<file path="src/hw/sdrc_geom_pkg.sv">
package sdrc_geom_pkg;

  // --------------------------------------------------
  // Device geometry, 4 banks x 4096 rows x 256 cols
  // --------------------------------------------------
  localparam int DQ_W      = 16;              // Data bus width
  localparam int BA_W      = 2;               // Bank select bits
  localparam int NUM_BANKS = 4;               // Banks per device
  localparam int ROW_W     = 12;              // Row address bits
  localparam int COL_W     = 8;               // Column address bits
  localparam int APP_AW    = BA_W + ROW_W + COL_W; // {bank, row, col} word address

  // --------------------------------------------------
  // Timing in controller clocks
  // --------------------------------------------------
  localparam int T_RP          = 2;           // PRE to next command
  localparam int T_RCD         = 2;           // ACT to RD/WR
  localparam int CAS_LAT       = 2;           // RD to data on DQ
  localparam int T_RFC         = 7;           // REF to next command
  localparam int T_WR          = 2;           // Last write data to PRE
  localparam int RFSH_INTERVAL = 200;         // Short interval for simulation
  localparam int INIT_WAIT     = 100;         // Power-up stable time
  localparam int INIT_RFSH     = 2;           // Refreshes in init sequence

  localparam logic [ROW_W-1:0] MODE_REG = 12'h020; // BL1, sequential, CL2
  localparam int AP_BIT = 10;                 // A10 selects all banks on PRE
  localparam int WAIT_W = 8;                  // Command wait counter width

  localparam int RFSH_CNT_W = $clog2(RFSH_INTERVAL);  // Refresh interval counter
  localparam int INIT_CNT_W = $clog2(INIT_RFSH + 1);  // Init refresh counter

endpackage

</file>
<file path="src/hw/sdrc_cmd_pkg.sv">
package sdrc_cmd_pkg;

  // --------------------------------------------------
  // Commands seen on the SDRAM pins
  // --------------------------------------------------
  typedef enum logic [2:0] {
    CMD_NOP,                                  // ras/cas/we = 111
    CMD_ACT,                                  // 011, open row
    CMD_RD,                                   // 101, column read
    CMD_WR,                                   // 100, column write
    CMD_PRE,                                  // 010, close row(s)
    CMD_REF,                                  // 001, auto-refresh
    CMD_MRS                                   // 000, mode register load
  } sdr_cmd_e;

  // --------------------------------------------------
  // Controller FSM states
  // --------------------------------------------------
  typedef enum logic [3:0] {
    S_INIT_WAIT, S_INIT_PRE, S_INIT_REF, S_INIT_MRS,  // Power-up
    S_IDLE,                                           // Arbitration point
    S_REF_PRE, S_REF,                                 // Periodic refresh
    S_PRE, S_ACT, S_RD, S_RD_WAIT, S_WR,              // Transfer
    S_WAIT                                            // Timed spacing
  } ctl_state_e;

endpackage

</file>
<file path="src/hw/sdrc_req_port.sv">
`timescale 1ns/1ps

module sdrc_req_port
  import sdrc_geom_pkg::*;
(
  input  logic              clk,
  input  logic              rst,
  input  logic              req,
  input  logic [APP_AW-1:0] addr,
  input  logic              wr,
  input  logic [DQ_W-1:0]   wr_data,
  input  logic              take,             // FSM accepts request
  input  logic              done,             // FSM finished transfer
  input  logic              rd_valid,
  input  logic [DQ_W-1:0]   rd_data_in,
  output logic              ack,
  output logic [DQ_W-1:0]   rd_data,
  output logic              pending,
  output logic [BA_W-1:0]   bank,
  output logic [ROW_W-1:0]  row,
  output logic [COL_W-1:0]  col,
  output logic              is_write,
  output logic [DQ_W-1:0]   wdata
);

  logic              busy;                    // Taken, not yet done
  logic [APP_AW-1:0] addr_q;
  logic              wr_q;
  logic [APP_AW-1:0] addr_sel;

  assign pending  = req & ~busy & ~ack;       // Blocked while ack held
  assign addr_sel = busy ? addr_q : addr;     // Live fields on the take cycle
  assign bank     = addr_sel[APP_AW-1 -: BA_W];
  assign row      = addr_sel[COL_W +: ROW_W];
  assign col      = addr_sel[COL_W-1:0];
  assign is_write = busy ? wr_q : wr;

  // Handshake state
  always_ff @(posedge clk) begin
    if (rst) begin
      busy <= 1'b0;
      ack  <= 1'b0;
    end else if (done) begin
      busy <= 1'b0;
      ack  <= 1'b1;
    end else begin
      if (take) busy <= 1'b1;
      if (ack && !req) ack <= 1'b0;           // Falls after req drops
    end
  end

  // Request and read data holding
  always_ff @(posedge clk) begin
    if (take) begin
      addr_q <= addr;
      wr_q   <= wr;
      wdata  <= wr_data;
    end
    if (rd_valid) rd_data <= rd_data_in;      // Held through ack
  end

endmodule

</file>
<file path="src/hw/sdrc_bank_track.sv">
`timescale 1ns/1ps

module sdrc_bank_track
  import sdrc_geom_pkg::*;
(
  input  logic             clk,
  input  logic             rst,
  input  logic [BA_W-1:0]  bank,              // Bank of current request
  input  logic [ROW_W-1:0] row,
  input  logic             act_issue,         // ACT to bank
  input  logic             pre_issue,         // PRE to bank
  input  logic             pre_all,           // PRE all banks
  output logic             row_hit,
  output logic             row_open
);

  logic [NUM_BANKS-1:0] open_vld;             // Row open per bank
  logic [ROW_W-1:0]     open_row [NUM_BANKS]; // Which row

  assign row_open = open_vld[bank];
  assign row_hit  = open_vld[bank] && (open_row[bank] == row);

  // Valid flags
  always_ff @(posedge clk) begin
    if (rst) begin
      open_vld <= '0;
    end else if (pre_all) begin
      open_vld <= '0;                         // Refresh or init
    end else if (pre_issue) begin
      open_vld[bank] <= 1'b0;
    end else if (act_issue) begin
      open_vld[bank] <= 1'b1;
    end
  end

  // Row registers
  always_ff @(posedge clk) begin
    if (act_issue) open_row[bank] <= row;
  end

endmodule

</file>
<file path="src/hw/sdrc_timers.sv">
`timescale 1ns/1ps

module sdrc_timers
  import sdrc_geom_pkg::*;
(
  input  logic              clk,
  input  logic              rst,
  input  logic              rfsh_issue,       // REF just issued
  input  logic              wait_load,
  input  logic [WAIT_W-1:0] wait_cycles,      // Nonzero spacing
  output logic              rfsh_due,
  output logic              wait_done
);

  logic [RFSH_CNT_W-1:0] rfsh_cnt;            // Cycles since last REF
  logic [WAIT_W-1:0]     wait_cnt;            // Cycles left

  // --------------------------------------------------
  // Refresh interval
  // --------------------------------------------------
  assign rfsh_due = (rfsh_cnt == RFSH_CNT_W'(RFSH_INTERVAL - 1));  // Sticky

  always_ff @(posedge clk) begin
    if (rst) begin
      rfsh_cnt <= '0;
    end else if (rfsh_issue) begin
      rfsh_cnt <= '0;
    end else if (!rfsh_due) begin             // Hold until serviced
      rfsh_cnt <= rfsh_cnt + 1'b1;
    end
  end

  // --------------------------------------------------
  // Command spacing
  // --------------------------------------------------
  assign wait_done = (wait_cnt == '0);

  always_ff @(posedge clk) begin
    if (rst) begin
      wait_cnt <= '0;
    end else if (wait_load) begin
      wait_cnt <= wait_cycles - 1'b1;         // Zero after wait_cycles clocks
    end else if (!wait_done) begin
      wait_cnt <= wait_cnt - 1'b1;
    end
  end

endmodule

</file>
<file path="src/hw/sdrc_data_path.sv">
`timescale 1ns/1ps

module sdrc_data_path
  import sdrc_geom_pkg::*;
(
  input  logic            clk,
  input  logic            rst,
  input  logic [DQ_W-1:0] wdata,              // Latched write word
  input  logic            wr_issue,           // WRITE on pins this cycle
  input  logic            rd_issue,           // READ on pins this cycle
  input  logic [DQ_W-1:0] sdr_din,
  output logic [DQ_W-1:0] sdr_dout,
  output logic            sdr_den_n,
  output logic            rd_valid,
  output logic [DQ_W-1:0] rd_data
);

  logic [CAS_LAT:0] rd_pipe;                  // One bit per clock since READ

  // --------------------------------------------------
  // Write side
  // --------------------------------------------------
  assign sdr_dout  = wdata;
  assign sdr_den_n = ~wr_issue;               // Drive DQ with the command

  // --------------------------------------------------
  // Read side
  // --------------------------------------------------
  // Data sits on DQ CAS_LAT clocks after READ
  always_ff @(posedge clk) begin
    if (rst) begin
      rd_pipe <= '0;
    end else begin
      rd_pipe <= {rd_pipe[CAS_LAT-1:0], rd_issue};
    end
  end

  // Capture on the CAS edge
  always_ff @(posedge clk) begin
    if (rd_pipe[CAS_LAT-1]) rd_data <= sdr_din;
  end

  assign rd_valid = rd_pipe[CAS_LAT];         // CAS_LAT + 1 after issue

endmodule

</file>
<file path="src/hw/sdrc_cmd_fsm.sv">
`timescale 1ns/1ps

module sdrc_cmd_fsm
  import sdrc_geom_pkg::*, sdrc_cmd_pkg::*;
(
  input  logic              clk,
  input  logic              rst,
  input  logic              pending,          // Request waiting at port
  input  logic [BA_W-1:0]   bank,
  input  logic [ROW_W-1:0]  row,
  input  logic [COL_W-1:0]  col,
  input  logic              is_write,
  input  logic              row_hit,          // Open row matches
  input  logic              row_open,         // Bank has a row open
  input  logic              rfsh_due,
  input  logic              wait_done,
  input  logic              rd_valid,
  output logic              take,
  output logic              done,
  output logic              act_issue,
  output logic              pre_issue,
  output logic              pre_all,
  output logic              rfsh_issue,
  output logic              wait_load,
  output logic [WAIT_W-1:0] wait_cycles,
  output logic              wr_issue,
  output logic              rd_issue,
  output logic              init_done,
  output logic              sdr_cke,
  output logic              sdr_cs_n,
  output logic              sdr_ras_n,
  output logic              sdr_cas_n,
  output logic              sdr_we_n,
  output logic [BA_W-1:0]   sdr_ba,
  output logic [ROW_W-1:0]  sdr_addr
);

  localparam logic [ROW_W-1:0] AP_ALL = ROW_W'(1) << AP_BIT;  // PRE all banks

  ctl_state_e            state, state_nx;
  ctl_state_e            ret_state, ret_nx;   // Where S_WAIT returns to
  sdr_cmd_e              cmd;
  logic                  wr_fin;              // Write recovery in progress
  logic [INIT_CNT_W-1:0] init_cnt;            // Init refreshes issued

  // --------------------------------------------------
  // Next state and command select
  // --------------------------------------------------
  always_comb begin
    state_nx    = state;
    ret_nx      = ret_state;
    cmd         = CMD_NOP;
    take        = 1'b0;
    act_issue   = 1'b0;
    pre_issue   = 1'b0;
    pre_all     = 1'b0;
    rfsh_issue  = 1'b0;
    wr_issue    = 1'b0;
    rd_issue    = 1'b0;
    wait_load   = 1'b0;
    wait_cycles = '0;
    case (state)
      S_INIT_WAIT: begin                       // Power-up settle
        wait_load = 1'b1; wait_cycles = WAIT_W'(INIT_WAIT - 1); ret_nx = S_INIT_PRE;
      end
      S_INIT_PRE, S_REF_PRE: begin             // Close everything
        cmd = CMD_PRE; pre_all = 1'b1;
        wait_load = 1'b1; wait_cycles = WAIT_W'(T_RP - 1);
        ret_nx = (state == S_INIT_PRE) ? S_INIT_REF : S_REF;
      end
      S_INIT_REF: begin
        cmd = CMD_REF; rfsh_issue = 1'b1;
        wait_load = 1'b1; wait_cycles = WAIT_W'(T_RFC - 1);
        ret_nx = (init_cnt == INIT_CNT_W'(INIT_RFSH - 1)) ? S_INIT_MRS : S_INIT_REF;
      end
      S_INIT_MRS: begin                        // Last init step
        cmd = CMD_MRS; state_nx = S_IDLE;
      end
      S_IDLE: begin
        if (rfsh_due) begin                    // Refresh wins over requests
          state_nx = S_REF_PRE;
        end else if (pending) begin
          take = 1'b1;
          if (row_hit) state_nx = is_write ? S_WR : S_RD;  // Page hit
          else if (row_open) state_nx = S_PRE;             // Wrong row open
          else state_nx = S_ACT;                           // Bank idle
        end
      end
      S_REF: begin
        cmd = CMD_REF; rfsh_issue = 1'b1;
        wait_load = 1'b1; wait_cycles = WAIT_W'(T_RFC - 1); ret_nx = S_IDLE;
      end
      S_PRE: begin                             // Single-bank precharge
        cmd = CMD_PRE; pre_issue = 1'b1;
        wait_load = 1'b1; wait_cycles = WAIT_W'(T_RP - 1); ret_nx = S_ACT;
      end
      S_ACT: begin
        cmd = CMD_ACT; act_issue = 1'b1;
        wait_load = 1'b1; wait_cycles = WAIT_W'(T_RCD - 1);
        ret_nx = is_write ? S_WR : S_RD;
      end
      S_RD: begin
        cmd = CMD_RD; rd_issue = 1'b1; state_nx = S_RD_WAIT;
      end
      S_RD_WAIT: if (rd_valid) state_nx = S_IDLE;  // Data captured
      S_WR: begin                              // Data driven this cycle
        cmd = CMD_WR; wr_issue = 1'b1;
        wait_load = 1'b1; wait_cycles = WAIT_W'(T_WR - 1); ret_nx = S_IDLE;
      end
      S_WAIT: if (wait_done) state_nx = ret_state;
      default: state_nx = S_INIT_WAIT;         // Unused encodings
    endcase
    if (wait_load) state_nx = S_WAIT;          // All timed commands park here
  end

  // --------------------------------------------------
  // Pin decode
  // --------------------------------------------------
  assign sdr_cke  = 1'b1;                      // No power-down support
  assign sdr_cs_n = 1'b0;                      // Single device, always selected

  always_comb begin
    sdr_ba   = '0;
    sdr_addr = '0;
    {sdr_ras_n, sdr_cas_n, sdr_we_n} = 3'b111;  // NOP
    case (cmd)
      CMD_ACT: begin
        {sdr_ras_n, sdr_cas_n, sdr_we_n} = 3'b011; sdr_ba = bank; sdr_addr = row;
      end
      CMD_RD: begin                            // A10 low, no auto-precharge
        {sdr_ras_n, sdr_cas_n, sdr_we_n} = 3'b101; sdr_ba = bank; sdr_addr = ROW_W'(col);
      end
      CMD_WR: begin
        {sdr_ras_n, sdr_cas_n, sdr_we_n} = 3'b100; sdr_ba = bank; sdr_addr = ROW_W'(col);
      end
      CMD_PRE: begin
        {sdr_ras_n, sdr_cas_n, sdr_we_n} = 3'b010;
        sdr_ba   = bank;
        sdr_addr = pre_all ? AP_ALL : '0;      // A10 picks all or one
      end
      CMD_REF: {sdr_ras_n, sdr_cas_n, sdr_we_n} = 3'b001;
      CMD_MRS: begin
        {sdr_ras_n, sdr_cas_n, sdr_we_n} = 3'b000; sdr_addr = MODE_REG;
      end
      default: ;                               // NOP
    endcase
  end

  // --------------------------------------------------
  // State and status registers
  // --------------------------------------------------
  always_ff @(posedge clk) begin
    if (rst) begin
      state     <= S_INIT_WAIT;
      ret_state <= S_IDLE;
      init_done <= 1'b0;
      done      <= 1'b0;
      wr_fin    <= 1'b0;
      init_cnt  <= '0;
    end else begin
      state     <= state_nx;
      ret_state <= ret_nx;
      done      <= 1'b0;                        // Single-cycle pulse
      if (state == S_INIT_MRS) init_done <= 1'b1;
      if (state == S_INIT_REF) init_cnt <= init_cnt + 1'b1;
      if (state == S_WR) wr_fin <= 1'b1;
      if (state == S_WAIT && wait_done && wr_fin) begin  // tWR elapsed
        done   <= 1'b1;
        wr_fin <= 1'b0;
      end
      if (state == S_RD_WAIT && rd_valid) done <= 1'b1;  // One after rd_valid
    end
  end

endmodule

</file>
<file path="src/hw/sdrc_core.sv">
`timescale 1ns/1ps

module sdrc_core
  import sdrc_geom_pkg::*;
(
  input  logic              clk,
  input  logic              rst,
  // Application side
  input  logic              req,              // Four-phase request
  input  logic [APP_AW-1:0] addr,             // Word address
  input  logic              wr,               // 1 - write, 0 - read
  input  logic [DQ_W-1:0]   wr_data,
  output logic              ack,
  output logic [DQ_W-1:0]   rd_data,
  output logic              init_done,
  // SDRAM pins
  output logic              sdr_cke,
  output logic              sdr_cs_n,
  output logic              sdr_ras_n,
  output logic              sdr_cas_n,
  output logic              sdr_we_n,
  output logic [BA_W-1:0]   sdr_ba,
  output logic [ROW_W-1:0]  sdr_addr,
  output logic [DQ_W-1:0]   sdr_dout,
  output logic              sdr_den_n,        // Low while driving DQ
  input  logic [DQ_W-1:0]   sdr_din
);

  // --------------------------------------------------
  // Internal nets
  // --------------------------------------------------
  logic              take, done, pending, is_write;
  logic [BA_W-1:0]   bank;
  logic [ROW_W-1:0]  row;
  logic [COL_W-1:0]  col;
  logic [DQ_W-1:0]   wdata, dp_rd_data;
  logic              row_hit, row_open;       // Bank tracker status
  logic              act_issue, pre_issue, pre_all;
  logic              rfsh_due, rfsh_issue;
  logic              wait_load, wait_done;
  logic [WAIT_W-1:0] wait_cycles;
  logic              wr_issue, rd_issue, rd_valid;

  sdrc_req_port u_req_port (
    .clk, .rst, .req, .addr, .wr, .wr_data, .take, .done, .rd_valid,
    .rd_data_in (dp_rd_data),                 // Word from read capture
    .ack, .rd_data, .pending, .bank, .row, .col, .is_write, .wdata
  );

  sdrc_cmd_fsm u_cmd_fsm (
    .clk, .rst, .pending, .bank, .row, .col, .is_write, .row_hit, .row_open,
    .rfsh_due, .wait_done, .rd_valid,
    .take, .done, .act_issue, .pre_issue, .pre_all, .rfsh_issue,
    .wait_load, .wait_cycles, .wr_issue, .rd_issue, .init_done,
    .sdr_cke, .sdr_cs_n, .sdr_ras_n, .sdr_cas_n, .sdr_we_n, .sdr_ba, .sdr_addr
  );

  sdrc_bank_track u_bank_track (
    .clk, .rst, .bank, .row, .act_issue, .pre_issue, .pre_all,
    .row_hit, .row_open
  );

  sdrc_timers u_timers (
    .clk, .rst, .rfsh_issue, .wait_load, .wait_cycles,
    .rfsh_due, .wait_done
  );

  sdrc_data_path u_data_path (
    .clk, .rst, .wdata, .wr_issue, .rd_issue, .sdr_din,
    .sdr_dout, .sdr_den_n, .rd_valid,
    .rd_data (dp_rd_data)
  );

endmodule

</file>
<file path="config.mk">
export PLATFORM = sky130hd
export DESIGN_NAME = sdrc_core
export DESIGN_NICKNAME = d
export VERILOG_FILES = /design/src/hw/sdrc_geom_pkg.sv /design/src/hw/sdrc_cmd_pkg.sv /design/src/hw/sdrc_req_port.sv /design/src/hw/sdrc_bank_track.sv /design/src/hw/sdrc_timers.sv /design/src/hw/sdrc_data_path.sv /design/src/hw/sdrc_cmd_fsm.sv /design/src/hw/sdrc_core.sv
export SDC_FILE = /design/constraint.sdc
export NUM_CORES = 1
export LEC_CHECK = 0
export ABC_CLOCK_PERIOD_IN_PS = 6400
export BUFFER_PORTS_ARGS = -buffer_cell sky130_fd_sc_hd__buf_2
export CAP_MARGIN = 5
export CORE_ASPECT_RATIO = 1.25
export CORE_MARGIN = 1.5
export CORE_UTILIZATION = 56
export DETAILED_ROUTE_END_ITERATION = 12
export HOLD_SLACK_MARGIN = 0.05
export PLACE_DENSITY = 0.8
export SLEW_MARGIN = 20
export SYNTH_ARGS = -nofsm -noshare
export SYNTH_HDL_FRONTEND = slang
export SYNTH_SLANG_ARGS = --single-unit
</file>
<file path="constraint.sdc">
create_clock -name clk -period 6.4 [get_ports clk]
set_input_delay 0.96 -clock clk [delete_from_list [all_inputs] [get_ports clk]]
set_output_delay 0.96 -clock clk [all_outputs]
set_load 0.01 [all_outputs]
</file>
==> results of run 1 <==
==> cell families after synthesis <==
group	synth area share, %
AO/OA/AOI/OAI	8.87
adder cells (fa/ha/maj)	0.572
XOR/XNOR	4.14
multiplexers	6.62
AND/OR/NAND/NOR	10.8
buffers and inverters	2.84
flip-flops	66.0
other	0.114
==> flip-flops by register name (all words and copies together) (netlist names), named ones only <==
name                   cells
u_bank_track.open_row     48
u_req_port.addr_q         22
u_data_path.rd_data       16
u_req_port.rd_data        16
u_req_port.wdata          16
u_timers.rfsh_cnt          8
u_timers.wait_cnt          8
u_cmd_fsm.ret_state        4
u_cmd_fsm.state            4
u_data_path.rd_pipe        3
u_cmd_fsm.init_cnt         2
u_cmd_fsm.done             1
u_cmd_fsm.init_done        1
u_cmd_fsm.wr_fin           1
u_req_port.ack             1
u_req_port.busy            1
u_req_port.wr_q            1
==> power groups by stage <==
stage          sequential (W)  clock, W  combinational, W
6_report              0.00128   0.00103          0.000668
5_1_grt               0.00129   0.00109          0.000733
4_1_cts               0.00128   0.00105          0.000665
3_5_place_dp          0.00130         0          0.000654
3_3_place_gp          0.00130         0          0.000635
2_1_floorplan         0.00129         0          0.000485
==> cells in the mapped netlist (3+ instances only) <==
cell type | number | share of area [%]
a211oi_1 | 7 | 0.80
a21o_1 | 3 | 0.34
a21oi_1 | 15 | 1.1
a22oi_1 | 3 | 0.34
a31oi_1 | 6 | 0.57
and2_1 | 3 | 0.29
buf_1 | 3 | 0.17
buf_2 | 5 | 0.38
buf_4 | 3 | 0.34
clkbuf_1 | 11 | 0.63
dfxtp_1 | 38 | 12
edfxtp_1 | 119 | 54
ha_1 | 3 | 0.57
inv_1 | 15 | 0.86
mux2_2 | 4 | 0.69
mux2i_1 | 36 | 5.5
nand2_1 | 19 | 1.1
nand3_1 | 21 | 1.6
nand4_1 | 7 | 0.67
nor2_1 | 42 | 2.4
nor2b_1 | 8 | 0.76
nor3_1 | 13 | 0.99
nor3b_1 | 4 | 0.46
nor4_1 | 5 | 0.48
o211ai_1 | 4 | 0.46
o21ai_0 | 21 | 1.6
o221a_2 | 4 | 0.69
o22ai_1 | 10 | 0.95
or2_1 | 4 | 0.38
xnor2_1 | 24 | 3.2
xor2_1 | 7 | 0.93
==> worst paths after layout <==
path                            cells after the start                                    end  slack, ns                               from
worst max-delay path                                6                           sdr_addr[10]       3.00    u_cmd_fsm.state[3]$_SDFFE_PP0P_
worst min register to register                      0       u_req_port.rd_data[14]$_DFFE_PP_       0.42  u_data_path.rd_data[14]$_DFFE_PP_
worst min-delay path                                0       u_req_port.rd_data[14]$_DFFE_PP_       0.42  u_data_path.rd_data[14]$_DFFE_PP_
worst max register to register                      6  u_bank_track.open_row[0][6]$_DFFE_PP_       3.50    u_cmd_fsm.state[3]$_SDFFE_PP0P_
==> per-stage QoR <==
step	power, W	setup slack (ns)	std cells
final	0.00298	3.00	768
after global routing	0.00311	2.82	768
after CTS	0.00299	3.03	768
after detailed placement	0.00195	3.30	736
after global placement	0.00193	3.38	736
after floorplan	0.00177	0.755	505
==> routing by layer <==
layer / vias up / part of all wire [%]
met1: 2141 / 41
li1: 2120 / -
met4: 0 / 2.1
met3: 29 / 6.9
met2: 184 / 50
met5: - / 0
==> critical path, cell delays in order, from the launching register on <==
cell     delay [ns]
dfxtp_1        0.31
buf_4          0.29
inv_2          0.16
nor2_1         0.21
nand2_1        0.46
o21ai_0        0.38
buf_2          0.18
==> area by class of cell <==
cell class | count | area [um^2]
clock inverters | 15 | 183
repair buffers | 117 | 606
clock buffers | 17 | 425
fillers | 801 | 3670
flip-flops and latches | 157 | 4330
multi-input cells | 307 | 2050
well taps | 138 | 173
inverters | 17 | 63.8
==> impl_metrics.json, run 1 <==
{
  "grt_pass1_wl_mm": 21.7,
  "avgSynthCellArea_um2": 13.0,
  "utilization_pct": 68.1,
  "drc": 0,
  "die-area_um2": 12400,
  "netSwitchingFraction_pct": 29.8,
  "insertion_delay_ns": 0.44,
  "clock_sinks": 157,
  "cts-resized-gates": 0,
  "path_clk_slew_ns": 0.06,
  "rsz0062_at_grt": "false",
  "synth.yosys.warnings": 0,
  "tightest_slew_ns": 0.786,
  "end_kind": "primary output",
  "relSlewSlack_pct": 47.2,
  "hold_viol_final": 0,
  "routed_wl_mm": 13.6,
  "tns_ns": 0,
  "start_util_pct": 57.0,
  "power_density_nw_per_um2": 381,
  "via_count": 4474,
  "grt.busiest_layer": "met2",
  "clkPwrFrac_pct": 34.6,
  "grt_start_max_net_pins": 42,
  "critPathLaunchType": "flop",
  "cts_setup_buffers": 0,
  "grt_util_all_layers_pct": 23.2,
  "min_path_type": "reg2reg",
  "die_height_um": 124,
  "port_buffers": 109,
  "leakage_nw": 2.90,
  "setup_viol": 0,
  "crit_required_ns": 5.44,
  "switchingPower_w": 0.000890,
  "h-tree-depth": 4,
  "status": "completed",
  "slew_viol_final": 0,
  "yosys_register_bits": 157,
  "clock.fmax_ghz": 0.294,
  "arrival_ns": 2.44,
  "fin_nets": 678,
  "final_common_cell": "edfxtp_1",
  "drive_gt1_share_pct": 26.2,
  "clock_skew_ns": 0.00829,
  "cts_buffers": 17,
  "synth_cells": 505,
  "synthFlopType": "edfxtp_1",
  "dr.pass1.iters": 6,
  "seq_area_frac_synth_pct": 66.0,
  "worstPathMaxFanout": 31,
  "first_global_vias": 4396,
  "cts.path.max_buffers": 2,
  "ioPinCount": 112,
  "die_w_um": 99.8,
  "final.min_clock_period_ns": 3.40,
  "peakVddDrop_v": 0.000274,
  "holdWs_ns": 0.419,
  "use_met2_pct": 37.3,
  "drt_iter0_markers": 459,
  "hpwl_mm": 9.18,
  "cts-root-buf": "clkbuf_16",
  "ant_nets": 0,
  "syn2layout_area_growth_pct": 19.4,
  "seqPwrFrac_pct": 43.0,
  "min_period_over_period_pct": 53.1,
  "diodes": 0,
  "combPwrFrac_pct": 22.4,
  "antenna_found_initial": 0,
  "final_cell_mix": "edfxtp_1, buf_2, nor2_1",
  "row_count": 44,
  "wire_per_inst_um": 17.7,
  "routed_via_density": 5.83,
  "synth_fp_nets": 566,
  "hold_buffers": 0,
  "async_flop_share_pct": 0,
  "synth_cell_types": 57,
  "grt_use_met3_pct": 7.13,
  "path_class": "reg2out",
  "cts_tree": "yes",
  "p_int_w": 0.00209,
  "core-area_um2": 11500,
  "place_area_um2": 7220,
  "maxCapViolations": 0,
  "grt-ovfl-total": 0,
  "use_met1_pct": 29.4,
  "fin_area_um2": 7840,
  "syn_area_um2": 6560,
  "synth_edf_count": 119,
  "gp_congestion": 0.839
}
Note: power is estimated with default switching activity, not from simulation.
==> run 2, diff against run 1 <==
--- a/config.mk
+++ b/config.mk
@@ -5,7 +5,7 @@
 export SDC_FILE = /design/constraint.sdc
 export NUM_CORES = 1
 export LEC_CHECK = 0
-export ABC_CLOCK_PERIOD_IN_PS = 6400
+export ABC_CLOCK_PERIOD_IN_PS = 3400
 export BUFFER_PORTS_ARGS = -buffer_cell sky130_fd_sc_hd__buf_2
 export CAP_MARGIN = 5
 export CORE_ASPECT_RATIO = 1.25
==> constraint.sdc (replaced) <==
create_clock -name clk -period 3.4 [get_ports clk]
set_input_delay 0.51 -clock clk [delete_from_list [all_inputs] [get_ports clk]]
set_output_delay 0.51 -clock clk [all_outputs]
set_load 0.01 [all_outputs]
==> impl_metrics.json, run 2 (synthesis gave the netlist of run 1 again) <==
{
  "clock_sinks": 157,
  "h-tree-depth": 4,
  "fin_ws_ns": 0.496,
  "die-area_um2": 12400,
  "final_common_cell": "edfxtp_1",
  "rsz0062_at_grt": "false",
  "end_kind": "primary output",
  "insertion_delay_ns": 0.41,
  "wire_per_inst_um": 17.9,
  "peakVddDrop_v": 0.000451,
  "row_count": 44,
  "path_class": "reg2out",
  "clock.fmax_ghz": 0.344,
  "clock_skew_ns": 0.00750,
  "nFillCells": 759,
  "final_cells": 773,
  "ioPinCount": 112,
  "tns_ns": 0,
  "critical-path-slowest-cell": "dfxtp_1",
  "routed_via_density": 5.89,
  "grt_pass1_wl_mm": 21.6,
  "startpoint": "u_cmd_fsm.state[2]$_SDFFE_PP0P_",
  "worstPathMaxFanout": 23,
  "cts.path.max_buffers": 2,
  "arrival_ns": 2.39,
  "grt_start_max_net_pins": 43,
  "hold_buffers": 0,
  "top_register": "u_bank_track.open_row",
  "dr.pass1.iters": 5,
  "cts_setup_buffers": 0,
  "via_count": 4553,
  "max_stage_delay_ns": 0.56,
  "status": "completed",
  "largest_register_ffs": 48,
  "start_util_pct": 57.0,
  "hold_viol_final": 0,
  "relSlewSlack_pct": 48.0,
  "diodes": 0,
  "cts_tree": "yes",
  "hpwl_mm": 9.39,
  "min_path_type": "in2reg",
  "pre_cts_slack_ns": 0.793,
  "final.min_clock_period_ns": 2.90,
  "tightest_slew_ns": 0.779,
  "syn2layout_area_growth_pct": 20.0,
  "utilization_pct": 68.4,
  "grt_util_all_layers_pct": 22.9,
  "total_power_w": 0.00560,
  "holdCritStartpoint": "wr_data[10]",
  "leakage_nw": 2.92,
  "drc": 0,
  "ant_nets": 0,
  "core-area_um2": 11500,
  "antenna_found_initial": 0,
  "fin_nets": 683,
  "critical_path.cell_chain": "nor2_1, nand2_1, o22ai_1, buf_2",
  "first_global_vias": 4383,
  "die_w_um": 99.8,
  "worstReg2RegStart": "u_req_port.busy$_SDFFE_PP0P_",
  "final_cell_mix": "edfxtp_1, buf_2, nor2_1",
  "maxCapViolations": 0,
  "setup_viol": 0,
  "path_clk_slew_ns": 0.06,
  "port_buffers": 109,
  "critPathLaunchType": "flop",
  "die_height_um": 124,
  "cts_buffers": 17,
  "cts-root-buf": "clkbuf_16",
  "dpl.cell_count": 741,
  "power_density_nw_per_um2": 711,
  "crit_required_ns": 2.89,
  "cts-resized-gates": 0,
  "drive_gt1_share_pct": 26.9,
  "gp_congestion": 0.844,
  "drt_iter0_markers": 499,
  "min_period_over_period_pct": 85.4,
  "slew_viol_final": 0,
  "grt-ovfl-total": 0,
  "largestRegisters": "u_bank_track.open_row x48, u_req_port.addr_q x22",
  "routed_wl_mm": 13.9
}
## run 2: final timing paths
check / endpoint / slack, ns / depth (start not counted)
worst max-delay path: sdr_addr[7] / 0.50 / 4
worst min-delay path: u_req_port.wdata[10]$_DFFE_PP_ / 0.27 / 1
worst max register to register: u_cmd_fsm.state[1]$_SDFFE_PP0P_ / 0.88 / 8
worst min register to register: u_req_port.rd_data[7]$_DFFE_PP_ / 0.42 / 0
## run 2: area by class of cell
| cell class | count | area (um^2) | share of cell area, % |
|---|---|---|---|
| clock inverters | 15 | 174 | 2.21 |
| repair buffers | 122 | 643 | 8.17 |
| flip-flops and latches | 157 | 4330 | 55.0 |
| inverters | 17 | 63.8 | 0.810 |
| clock buffers | 17 | 425 | 5.40 |
| multi-input cells | 307 | 2060 | 26.2 |
| well taps | 138 | 173 | 2.19 |
## run 2: report_power, final
| part | leakage (nW) | internal [W] | switching (W) |
|---|---|---|---|
| Clock | 0.287 | 0.00111 | 0.000801 |
| Combinational | 1.24 | 0.000490 | 0.000782 |
| Sequential | 1.39 | 0.00230 | 0.000122 |
| Total | 2.92 | 0.00390 | 0.00170 |
## run 2: critical path, delay by kind of cell, from the launching register on
| kind | cells | cell delay, ns |
|---|---|---|
| and+or+nand+nor | 2 | 0.94 |
| buffers and inverters | 1 | 0.18 |
| AOI/OAI and AO/OA | 1 | 0.29 |
| DFF | 1 | 0.56 |
## run 2: routing by layer
metal | global-route usage [%] | vias to the layer above | routed length [um]
li1 | - | 2126 | -
met1 | 28.6 | 2190 | 5590
met2 | 38.5 | 207 | 7100
met3 | 4.88 | 30 | 863
met4 | 10.3 | 0 | 301
met5 | 0 | - | 0
## run 2: metrics by stage
stage	instance area, um^2	hold WS [ns]
after floorplan	6580	0.400
after global placement	7270	0.400
after detailed placement	7280	0.405
after CTS	7880	0.254
after global routing	7880	0.252
final	7880	0.268
